===== src/verilog/csr_pkg.sv =====
package csr_pkg;

    typedef logic [31:0] csr_word_t;
    typedef logic [13:0] csr_addr_t;
    typedef logic [5:0]  ecode_t;
    typedef logic [8:0]  esubcode_t;
    typedef logic [12:0] int_vec_t;

    // CSR numbers
    localparam csr_addr_t ADDR_CRMD   = 14'h000;
    localparam csr_addr_t ADDR_PRMD   = 14'h001;
    localparam csr_addr_t ADDR_ECFG   = 14'h004;
    localparam csr_addr_t ADDR_ESTAT  = 14'h005;
    localparam csr_addr_t ADDR_ERA    = 14'h006;
    localparam csr_addr_t ADDR_EENTRY = 14'h00c;
    localparam csr_addr_t ADDR_SAVE0  = 14'h030;
    localparam csr_addr_t ADDR_TID    = 14'h040;
    localparam csr_addr_t ADDR_TCFG   = 14'h041;
    localparam csr_addr_t ADDR_TVAL   = 14'h042;
    localparam csr_addr_t ADDR_TICLR  = 14'h044;

    // Field positions
    localparam int CRMD_PLV_LSB       = 0;
    localparam int CRMD_IE_BIT        = 2;
    localparam int CRMD_DA_BIT        = 3;
    localparam int CRMD_PG_BIT        = 4;
    localparam int CRMD_DATF_LSB      = 5;
    localparam int CRMD_DATM_LSB      = 7;
    localparam int PRMD_PPLV_LSB      = 0;
    localparam int PRMD_PIE_BIT       = 2;
    localparam int ESTAT_IS_LSB       = 0;
    localparam int ESTAT_ECODE_LSB    = 16;
    localparam int ESTAT_ESUBCODE_LSB = 22;
    localparam int EENTRY_VA_LSB      = 6;
    localparam int ECFG_LIE_LSB       = 0;
    localparam int TCFG_EN_BIT        = 0;
    localparam int TCFG_PERIODIC_BIT  = 1;
    localparam int TCFG_INITVAL_LSB   = 2;
    localparam int TICLR_CLR_BIT      = 0;

    // Interrupt vector layout
    localparam int IS_HW_LSB    = 2;
    localparam int IS_TIMER_BIT = 11;
    localparam int IS_IPI_BIT   = 12;

    // Bit 10 is reserved
    localparam int_vec_t  ECFG_LIE_MASK = 13'h1bff;
    localparam csr_word_t TIMER_IDLE    = 32'hffff_ffff;

    // Exception codes
    localparam ecode_t    ECODE_INT     = 6'h00;
    localparam ecode_t    ECODE_ADE     = 6'h08;
    localparam ecode_t    ECODE_ALE     = 6'h09;
    localparam ecode_t    ECODE_SYS     = 6'h0b;
    localparam ecode_t    ECODE_BRK     = 6'h0c;
    localparam ecode_t    ECODE_INE     = 6'h0d;
    localparam esubcode_t ESUBCODE_ADEF = 9'h000;

    function automatic csr_word_t csr_merge(csr_word_t old_val, csr_word_t wmask,
                                            csr_word_t wvalue);
        return (wmask & wvalue) | (~wmask & old_val);
    endfunction

endpackage


===== src/verilog/csr_write_if.sv =====
`timescale 1ns/1ps

interface csr_write_if import csr_pkg::*; ();

    csr_addr_t csr_num;
    logic      csr_we;
    csr_word_t csr_wmask;
    csr_word_t csr_wvalue;

    modport source (
        output csr_num, csr_we, csr_wmask, csr_wvalue
    );

    modport unit (
        input csr_num, csr_we, csr_wmask, csr_wvalue
    );

endinterface


===== src/verilog/csr_trap_ctrl.sv =====
`timescale 1ns/1ps

module csr_trap_ctrl import csr_pkg::*; (
    input  logic             clk,
    input  logic             resetn,
    csr_write_if.unit        wr,
    input  logic             wb_ex,
    input  logic             ertn_flush,
    input  ecode_t           wb_ecode,
    input  esubcode_t        wb_esubcode,
    input  csr_word_t        wb_pc,
    input  int_vec_t         estat_is,
    output logic             crmd_ie,
    output csr_word_t        ex_entry,
    output csr_word_t        rdata
);

    logic [1:0]  crmd_plv;
    logic        crmd_da;
    logic        crmd_pg;
    logic [1:0]  crmd_datf;
    logic [1:0]  crmd_datm;
    logic [1:0]  prmd_pplv;
    logic        prmd_pie;
    ecode_t      estat_ecode;
    esubcode_t   estat_esubcode;
    csr_word_t   era_pc;
    logic [25:0] eentry_va;

    csr_word_t crmd_rv, prmd_rv, estat_rv, eentry_rv;
    csr_word_t crmd_wr, prmd_wr, eentry_wr;

    always_comb begin
        crmd_rv = '0;
        crmd_rv[CRMD_PLV_LSB +: 2]  = crmd_plv;
        crmd_rv[CRMD_IE_BIT]        = crmd_ie;
        crmd_rv[CRMD_DA_BIT]        = crmd_da;
        crmd_rv[CRMD_PG_BIT]        = crmd_pg;
        crmd_rv[CRMD_DATF_LSB +: 2] = crmd_datf;
        crmd_rv[CRMD_DATM_LSB +: 2] = crmd_datm;

        prmd_rv = '0;
        prmd_rv[PRMD_PPLV_LSB +: 2] = prmd_pplv;
        prmd_rv[PRMD_PIE_BIT]       = prmd_pie;

        estat_rv = '0;
        estat_rv[ESTAT_IS_LSB +: 13]      = estat_is;
        estat_rv[ESTAT_ECODE_LSB +: 6]    = estat_ecode;
        estat_rv[ESTAT_ESUBCODE_LSB +: 9] = estat_esubcode;

        // Entry is 64-byte aligned
        eentry_rv = '0;
        eentry_rv[EENTRY_VA_LSB +: 26] = eentry_va;
    end

    assign crmd_wr   = csr_merge(crmd_rv, wr.csr_wmask, wr.csr_wvalue);
    assign prmd_wr   = csr_merge(prmd_rv, wr.csr_wmask, wr.csr_wvalue);
    assign eentry_wr = csr_merge(eentry_rv, wr.csr_wmask, wr.csr_wvalue);

    // CRMD, with exception entry and return taking priority
    always_ff @(posedge clk) begin
        if (!resetn) begin
            crmd_plv  <= 2'b0;
            crmd_ie   <= 1'b0;
            crmd_da   <= 1'b1;
            crmd_pg   <= 1'b0;
            crmd_datf <= 2'b0;
            crmd_datm <= 2'b0;
        end else begin
            if (wb_ex) begin
                crmd_plv <= 2'b0;
                crmd_ie  <= 1'b0;
            end else if (ertn_flush) begin
                crmd_plv <= prmd_pplv;
                crmd_ie  <= prmd_pie;
            end else if (wr.csr_we && wr.csr_num == ADDR_CRMD) begin
                crmd_plv <= crmd_wr[CRMD_PLV_LSB +: 2];
                crmd_ie  <= crmd_wr[CRMD_IE_BIT];
            end
            if (wr.csr_we && wr.csr_num == ADDR_CRMD) begin
                crmd_da   <= crmd_wr[CRMD_DA_BIT];
                crmd_pg   <= crmd_wr[CRMD_PG_BIT];
                crmd_datf <= crmd_wr[CRMD_DATF_LSB +: 2];
                crmd_datm <= crmd_wr[CRMD_DATM_LSB +: 2];
            end
        end
    end

    // PRMD, exception codes and entry vector
    always_ff @(posedge clk) begin
        if (!resetn) begin
            prmd_pplv      <= 2'b0;
            prmd_pie       <= 1'b0;
            estat_ecode    <= '0;
            estat_esubcode <= '0;
            eentry_va      <= '0;
        end else begin
            if (wb_ex) begin
                prmd_pplv      <= crmd_plv;
                prmd_pie       <= crmd_ie;
                estat_ecode    <= wb_ecode;
                estat_esubcode <= wb_esubcode;
            end else if (wr.csr_we && wr.csr_num == ADDR_PRMD) begin
                prmd_pplv <= prmd_wr[PRMD_PPLV_LSB +: 2];
                prmd_pie  <= prmd_wr[PRMD_PIE_BIT];
            end
            if (wr.csr_we && wr.csr_num == ADDR_EENTRY) begin
                eentry_va <= eentry_wr[EENTRY_VA_LSB +: 26];
            end
        end
    end

    always_ff @(posedge clk) begin
        if (wb_ex) begin
            era_pc <= wb_pc;
        end else if (wr.csr_we && wr.csr_num == ADDR_ERA) begin
            era_pc <= csr_merge(era_pc, wr.csr_wmask, wr.csr_wvalue);
        end
    end

    assign ex_entry = eentry_rv;

    always_comb begin
        case (wr.csr_num)
            ADDR_CRMD:   rdata = crmd_rv;
            ADDR_PRMD:   rdata = prmd_rv;
            ADDR_ESTAT:  rdata = estat_rv;
            ADDR_ERA:    rdata = era_pc;
            ADDR_EENTRY: rdata = eentry_rv;
            default:     rdata = '0;
        endcase
    end

endmodule


===== src/verilog/csr_int_ctrl.sv =====
`timescale 1ns/1ps

module csr_int_ctrl import csr_pkg::*; (
    input  logic        clk,
    input  logic        resetn,
    csr_write_if.unit   wr,
    input  logic [7:0]  hw_int,
    input  logic        ipi_int,
    input  logic        timer_zero,
    input  logic        crmd_ie,
    output int_vec_t    estat_is,
    output logic        has_int,
    output csr_word_t   rdata
);

    int_vec_t  ecfg_lie;
    csr_word_t ecfg_rv;
    csr_word_t ecfg_wr;
    logic      ticlr_clr;

    assign ecfg_rv = csr_word_t'(ecfg_lie) << ECFG_LIE_LSB;
    assign ecfg_wr = csr_merge(ecfg_rv, wr.csr_wmask, wr.csr_wvalue);

    assign ticlr_clr = wr.csr_we && wr.csr_num == ADDR_TICLR
                       && wr.csr_wmask[TICLR_CLR_BIT] && wr.csr_wvalue[TICLR_CLR_BIT];

    always_ff @(posedge clk) begin
        if (!resetn) begin
            estat_is <= '0;
            ecfg_lie <= '0;
        end else begin
            // Software interrupt bits
            if (wr.csr_we && wr.csr_num == ADDR_ESTAT) begin
                estat_is[ESTAT_IS_LSB +: 2] <=
                    (wr.csr_wmask[ESTAT_IS_LSB +: 2] & wr.csr_wvalue[ESTAT_IS_LSB +: 2])
                    | (~wr.csr_wmask[ESTAT_IS_LSB +: 2] & estat_is[ESTAT_IS_LSB +: 2]);
            end
            estat_is[IS_HW_LSB +: 8] <= hw_int;
            estat_is[10]             <= 1'b0;
            estat_is[IS_IPI_BIT]     <= ipi_int;

            // Timer set beats a clear in the same cycle
            if (timer_zero) begin
                estat_is[IS_TIMER_BIT] <= 1'b1;
            end else if (ticlr_clr) begin
                estat_is[IS_TIMER_BIT] <= 1'b0;
            end

            if (wr.csr_we && wr.csr_num == ADDR_ECFG) begin
                ecfg_lie <= ecfg_wr[ECFG_LIE_LSB +: 13] & ECFG_LIE_MASK;
            end
        end
    end

    assign has_int = (|(estat_is & ecfg_lie)) && crmd_ie;

    // TICLR reads as zero
    assign rdata = (wr.csr_num == ADDR_ECFG) ? ecfg_rv : '0;

endmodule


===== src/verilog/csr_timer.sv =====
`timescale 1ns/1ps

module csr_timer import csr_pkg::*; (
    input  logic        clk,
    input  logic        resetn,
    csr_write_if.unit   wr,
    output logic        timer_zero,
    output csr_word_t   rdata
);

    logic        tcfg_en;
    logic        tcfg_periodic;
    logic [29:0] tcfg_initval;
    csr_word_t   tcfg_rv;
    csr_word_t   tcfg_wr;
    csr_word_t   timer_cnt;
    logic        tcfg_we;

    always_comb begin
        tcfg_rv = '0;
        tcfg_rv[TCFG_EN_BIT]            = tcfg_en;
        tcfg_rv[TCFG_PERIODIC_BIT]      = tcfg_periodic;
        tcfg_rv[TCFG_INITVAL_LSB +: 30] = tcfg_initval;
    end

    assign tcfg_we = wr.csr_we && wr.csr_num == ADDR_TCFG;
    assign tcfg_wr = csr_merge(tcfg_rv, wr.csr_wmask, wr.csr_wvalue);

    always_ff @(posedge clk) begin
        if (!resetn) begin
            tcfg_en       <= 1'b0;
            tcfg_periodic <= 1'b0;
            tcfg_initval  <= '0;
        end else if (tcfg_we) begin
            tcfg_en       <= tcfg_wr[TCFG_EN_BIT];
            tcfg_periodic <= tcfg_wr[TCFG_PERIODIC_BIT];
            tcfg_initval  <= tcfg_wr[TCFG_INITVAL_LSB +: 30];
        end
    end

    // Count is initval times 4, stops at all ones unless periodic
    always_ff @(posedge clk) begin
        if (!resetn) begin
            timer_cnt <= TIMER_IDLE;
        end else if (tcfg_we && tcfg_wr[TCFG_EN_BIT]) begin
            timer_cnt <= {tcfg_wr[TCFG_INITVAL_LSB +: 30], 2'b00};
        end else if (tcfg_en && timer_cnt != TIMER_IDLE) begin
            if (timer_cnt == '0 && tcfg_periodic) begin
                timer_cnt <= {tcfg_initval, 2'b00};
            end else begin
                timer_cnt <= timer_cnt - 32'd1;
            end
        end
    end

    assign timer_zero = tcfg_en && timer_cnt == '0;

    always_comb begin
        case (wr.csr_num)
            ADDR_TCFG: rdata = tcfg_rv;
            ADDR_TVAL: rdata = timer_cnt;
            default:   rdata = '0;
        endcase
    end

endmodule


===== src/verilog/csr_save_regs.sv =====
`timescale 1ns/1ps

module csr_save_regs import csr_pkg::*; #(
    parameter int NUM_SAVE = 4
) (
    input  logic        clk,
    input  logic        resetn,
    csr_write_if.unit   wr,
    input  csr_word_t   coreid,
    output csr_word_t   rdata
);

    csr_word_t save_q  [NUM_SAVE];
    csr_word_t save_rd [NUM_SAVE];
    csr_word_t tid_q;

    for (genvar i = 0; i < NUM_SAVE; i++) begin : g_save
        localparam csr_addr_t SAVE_ADDR = ADDR_SAVE0 + csr_addr_t'(i);

        always_ff @(posedge clk) begin
            if (wr.csr_we && wr.csr_num == SAVE_ADDR) begin
                save_q[i] <= csr_merge(save_q[i], wr.csr_wmask, wr.csr_wvalue);
            end
        end

        assign save_rd[i] = (wr.csr_num == SAVE_ADDR) ? save_q[i] : '0;
    end

    // Core ID loaded while in reset
    always_ff @(posedge clk) begin
        if (!resetn) begin
            tid_q <= coreid;
        end else if (wr.csr_we && wr.csr_num == ADDR_TID) begin
            tid_q <= csr_merge(tid_q, wr.csr_wmask, wr.csr_wvalue);
        end
    end

    always_comb begin
        rdata = (wr.csr_num == ADDR_TID) ? tid_q : '0;
        for (int i = 0; i < NUM_SAVE; i++) begin
            rdata = rdata | save_rd[i];
        end
    end

endmodule


===== src/verilog/csr_file.sv =====
`timescale 1ns/1ps

module csr_file import csr_pkg::*; #(
    parameter int NUM_SAVE = 4
) (
    input  logic        clk,
    input  logic        resetn,
    input  csr_addr_t   csr_num,
    input  logic        csr_we,
    input  csr_word_t   csr_wmask,
    input  csr_word_t   csr_wvalue,
    input  logic        wb_ex,
    input  logic        ertn_flush,
    input  ecode_t      wb_ecode,
    input  esubcode_t   wb_esubcode,
    input  csr_word_t   wb_pc,
    input  logic [7:0]  hw_int,
    input  logic        ipi_int,
    input  csr_word_t   coreid,
    output csr_word_t   csr_rvalue,
    output csr_word_t   ex_entry,
    output logic        has_int
);

    csr_write_if wr_if ();

    assign wr_if.csr_num    = csr_num;
    assign wr_if.csr_we     = csr_we;
    assign wr_if.csr_wmask  = csr_wmask;
    assign wr_if.csr_wvalue = csr_wvalue;

    logic      crmd_ie;
    int_vec_t  estat_is;
    logic      timer_zero;
    csr_word_t trap_rdata, int_rdata, timer_rdata, save_rdata;

    csr_trap_ctrl trap_i (
        .clk(clk), .resetn(resetn), .wr(wr_if),
        .wb_ex(wb_ex), .ertn_flush(ertn_flush),
        .wb_ecode(wb_ecode), .wb_esubcode(wb_esubcode), .wb_pc(wb_pc),
        .estat_is(estat_is), .crmd_ie(crmd_ie),
        .ex_entry(ex_entry), .rdata(trap_rdata)
    );

    csr_int_ctrl int_i (
        .clk(clk), .resetn(resetn), .wr(wr_if),
        .hw_int(hw_int), .ipi_int(ipi_int),
        .timer_zero(timer_zero), .crmd_ie(crmd_ie),
        .estat_is(estat_is), .has_int(has_int), .rdata(int_rdata)
    );

    csr_timer timer_i (
        .clk(clk), .resetn(resetn), .wr(wr_if),
        .timer_zero(timer_zero), .rdata(timer_rdata)
    );

    csr_save_regs #(.NUM_SAVE(NUM_SAVE)) save_i (
        .clk(clk), .resetn(resetn), .wr(wr_if),
        .coreid(coreid), .rdata(save_rdata)
    );

    // Units return zero outside their own addresses
    assign csr_rvalue = trap_rdata | int_rdata | timer_rdata | save_rdata;

endmodule


===== config.mk =====
export PLATFORM = sky130hd
export DESIGN_NAME = csr_file
export DESIGN_NICKNAME = d
export VERILOG_FILES = /design/src/verilog/csr_pkg.sv /design/src/verilog/csr_write_if.sv /design/src/verilog/csr_trap_ctrl.sv /design/src/verilog/csr_int_ctrl.sv /design/src/verilog/csr_timer.sv /design/src/verilog/csr_save_regs.sv /design/src/verilog/csr_file.sv
export SDC_FILE = /design/constraint.sdc
export NUM_CORES = 1
export LEC_CHECK = 0
export ABC_AREA = 1
export BUFFER_PORTS_ARGS = -buffer_cell sky130_fd_sc_hd__buf_2
export CORE_UTILIZATION = 53
export DETAILED_ROUTE_END_ITERATION = 8
export HOLD_SLACK_MARGIN = 0.12
export PLACE_DENSITY = 0.79
export SYNTH_ARGS = -nofsm -noshare
export SYNTH_HDL_FRONTEND = slang
export SYNTH_SLANG_ARGS = --single-unit

===== constraint.sdc =====
create_clock -name clk -period 2.4 [get_ports clk]
set_input_delay 0.24 -clock clk [delete_from_list [all_inputs] [get_ports clk]]
set_output_delay 0.24 -clock clk [all_outputs]
set_load 0.02 [all_outputs]

==> impl_metrics.csv <==
group,metric,value,unit
sta,setup_ws,72.2,ps
synth,synth_cell_types,40,
synth,ys_ff_latch,333,
job,maxCapViolations,0,
finish,drive_above_1_share,0.150,
synth,ys.flop_type,"edfxtp_1",
floorplanning,coreArea,31900,µm²
synth,synth_edf_count,192,
setup_path,critPathMaxFanout,12,
power_and_ir_drop,peakVddDrop,576,µV
setup_path,r2r_slack,190,ps
floorplanning,die_h,183,µm
setup_path,endpoint_kind,"output pin",
finish,fillers,2545,
place,dpl.hpwl,42700,µm
synth,synthCells,2296,
global_routing,grt_pass1_wl,100000,µm
global_routing,antenna_found_initial,3,
setup_path,criticalPathCategory,"primary input to output pin",
setup_path,r2r_cells,13,
sta,finalCriticalPeriod,2330,ps
floorplanning,start_util,0.544,
clock_tree,numCtsBuffers,37,
floorplanning,ios,236,
clock_tree,cts.path.max_buffers,3,
sta,worstMarginPinSlew,899,ps
worst_hold_path,holdPathStages,3,
sta,drv_slew,0,
setup_path,cp_data_required_time,2160,ps
synth,ys_warn_count,0,
power_and_ir_drop,clockPowerShare,0.433,
setup_path,path_cells,"buf_2 -> nor2_2 -> nand2_2 -> nor2_8 -> nand2_4 -> inv_4 -> nand2_1 -> inv_2 -> buf_12 -> nand2_1 -> o21ai_0 -> nor2_1 -> nand3_1 -> buf_2",
worst_hold_path,hold_start,"coreid[31]",
worst_hold_path,hp-class,"primary input to flip-flop",
setup_path,cp_top_family,"simple AND/OR/NAND/NOR gates",
power_and_ir_drop,p_per_area,580,nW/µm²
setup_path,rr_startpoint,"timer_i.timer_cnt[0]",
setup_path,crit_buf_inv,5,
power_and_ir_drop,p_int,9.72,mW
detailed_routing,antenna_left,0,
place,routabilityCongestion,1.01,
detailed_routing,drcViolationCount,0,
clock_tree,insertion_delay,520,ps
synth,netlist_area,17300,µm²
clock_tree,clk_pin_slew,60,ps
sta,period_share,0.970,
clock_tree,clock_sinks,333,
detailed_routing,dr.pass1.iters,7,
floorplanning,row_count,65,
place,place_ws,74.5,ps
detailed_routing,vias,18670,
sta,max_freq,0.430,GHz
sta,hold_viol,0,
detailed_routing,drt-vias-per-instance,5.94,
global_routing,first_global_vias,18102,
sta,finalSetupViolCount,0,
global_routing,grt_overflow,0,
global_routing,grt_usage,0.390,
sta,skew,12.6,ps
finish,finalNonFillerCells,3145,
place,dpl.cell_count,2921,
detailed_routing,wl_per_cell,21.0,µm
clock_tree,cts-root-buf,"clkbuf_16",
setup_path,arrival,2090,ps
power_and_ir_drop,pwr-share-comb,0.077,
setup_path,cpPeakStageDelay,220,ps
synth,postSynthAreaPerCell,7.55,µm²
synth,ys_seq_area_frac,0.495,
global_routing,grt_max_degree,146,
clock_tree,h-tree-depth,2,
sta,slew_headroom,0.401,
finish,area_growth,26.3,%
power_and_ir_drop,p_leak,9.45,nW
floorplanning,dieArea,33400,µm²
setup_path,startpoint_type,"primary input",
place,io_buffers,229,
power_and_ir_drop,net-switching-power,2.99,mW
clock_tree,cts_tree,"done",
sta,timing.hold.ws,109,ps
power_and_ir_drop,power_frac_seq,0.490,
status,run_status,"finished, final reports clean",
synth,async_flop_share,0,
floorplanning,chipWidth,183,µm
setup_path,reg2reg_to,"timer_i.timer_cnt[22]",
finish,nets,2853,
detailed_routing,drt_iter0_markers,2788,
detailed_routing,routed_wl,66100,µm
setup_path,critPathSlowestCell,"nor2_8",
power_and_ir_drop,swShare,0.235,
## cells in the final DEF, fill, tap and decap left out, drive strengths merged
cell type	Yosys	final
clkinv	1	11
bufinv	0	1
nor3	10	10
nand3b	5	5
dlygate4sd3	0	151
xor2	14	14
o31ai	4	4
o22ai	17	17
dfxtp	141	141
nand4	17	17
inv	247	248
o21ai	331	331
nor4	1	1
clkinvlp	0	2
a21oi	153	153
nor2	352	352
ha	2	2
o211ai	3	3
nand3	114	114
o211a	8	8
a221oi	3	3
edfxtp	192	192
clkbuf	66	53
buf	51	306
conb	1	6
diode	0	2
nand2	563	563
## synthesized netlist by cell type, types with 3 or more instances
master / instances / area share
nand2_1: 554 / 0.12
nor2_1: 339 / 0.073
o21ai_0: 322 / 0.093
inv_1: 238 / 0.052
edfxtp_1: 192 / 0.33
a21oi_1: 153 / 0.044
dfxtp_1: 141 / 0.16
nand3_1: 110 / 0.032
clkbuf_1: 66 / 0.014
buf_2: 32 / 0.0092
o22ai_1: 17 / 0.0061
nand4_1: 16 / 0.0058
xor2_1: 14 / 0.0071
buf_4: 9 / 0.0039
o21ai_1: 9 / 0.0026
inv_2: 8 / 0.0017
o211a_1: 8 / 0.0046
buf_6: 6 / 0.0039
nand2_2: 6 / 0.0022
nor3_1: 6 / 0.0017
nand3b_1: 5 / 0.0022
nor2_2: 5 / 0.0018
nor2_4: 5 / 0.0032
buf_1: 4 / 0.00087
a221oi_1: 3 / 0.0015
nand2_4: 3 / 0.0019
nor2_8: 3 / 0.0035
o211ai_1: 3 / 0.0013
o31ai_1: 3 / 0.0013
## power groups by stage
stage	Combinational (mW)	Sequential (mW)	Clock, mW
final	0.977	6.23	5.50
after global routing	1.04	6.23	5.69
after CTS	0.914	6.22	5.47
after detailed placement	0.718	6.35	0
after global placement	0.699	6.34	0
after floorplan	0.356	6.33	0
## worst min-delay path, stage by stage
cell	delay, ps
buf_2	80
nand2_1	100
o21ai_0	90
## metrics by stage
stage | setup TNS [ps] | instance area [µm²] | total power [mW] | utilization
detailed placement | 0 | 19200 | 7.06 | 0.601
CTS | 0 | 21800 | 12.6 | 0.685
finish | 0 | 21900 | 12.7 | 0.687
global route | -10.6 | 21900 | 13.0 | 0.687
floorplan | 0 | 17400 | 6.69 | -
global placement | 0 | 19200 | 7.04 | 0.601
## cell families (layout without fill, tap and decap cells)
group | after synthesis | after routing | synth area share
AOI/OAI and AO/OA | 519 | 519 | 0.155
DFF | 333 | 333 | 0.495
xor gates and xnor gates | 14 | 14 | 0.00707
other | 1 | 8 | 0.000216
buffers and inverters | 365 | 772 | 0.0861
and+or+nand+nor | 1062 | 1062 | 0.255
adders and majority gates | 2 | 2 | 0.00144
## layout make-up
type | instances | area [µm²] | share of cell area
clock inverter | 14 | 104 | 0.00474
inverter | 248 | 938 | 0.0429
antenna | 2 | 5.00 | 0.000229
timing repair buffer | 457 | 3370 | 0.154
sequential | 333 | 8590 | 0.392
tap | 435 | 544 | 0.0249
clock buffer | 53 | 1050 | 0.0478
multi-input combinational | 1603 | 7290 | 0.333
## per-layer routing
| metal | share of wire | vias to the layer above | GRT usage |
|---|---|---|---|
| li1 | - | 8303 | - |
| met1 | 0.36 | 8507 | 0.505 |
| met2 | 0.45 | 1550 | 0.609 |
| met3 | 0.14 | 308 | 0.0949 |
| met4 | 0.052 | 2 | 0.201 |
| met5 | 0.00018 | - | 0 |
## worst max path at each step
stage	from	to	slack, ps	cells past startpoint
6_report	csr_num[9]	csr_rvalue[28]	70	14
3_5_place_dp	csr_num[9]	flip-flop	70	10
4_1_cts	csr_num[9]	csr_rvalue[14]	80	12
2_1_floorplan	csr_num[11]	csr_rvalue[22]	640	10
5_1_grt	csr_num[3]	csr_rvalue[31]	-9	10
3_3_place_gp	csr_num[9]	csr_rvalue[7]	100	14
## what timing repair did
action                                  CTS  global route
buffers inserted                          0             4
hold buffers                            151             0
endpoints found under the hold margin   259             0
gates resized for setup                   0             9
endpoints found under the setup margin    0            22
No activity file was read; power rests on OpenSTA's default activity.
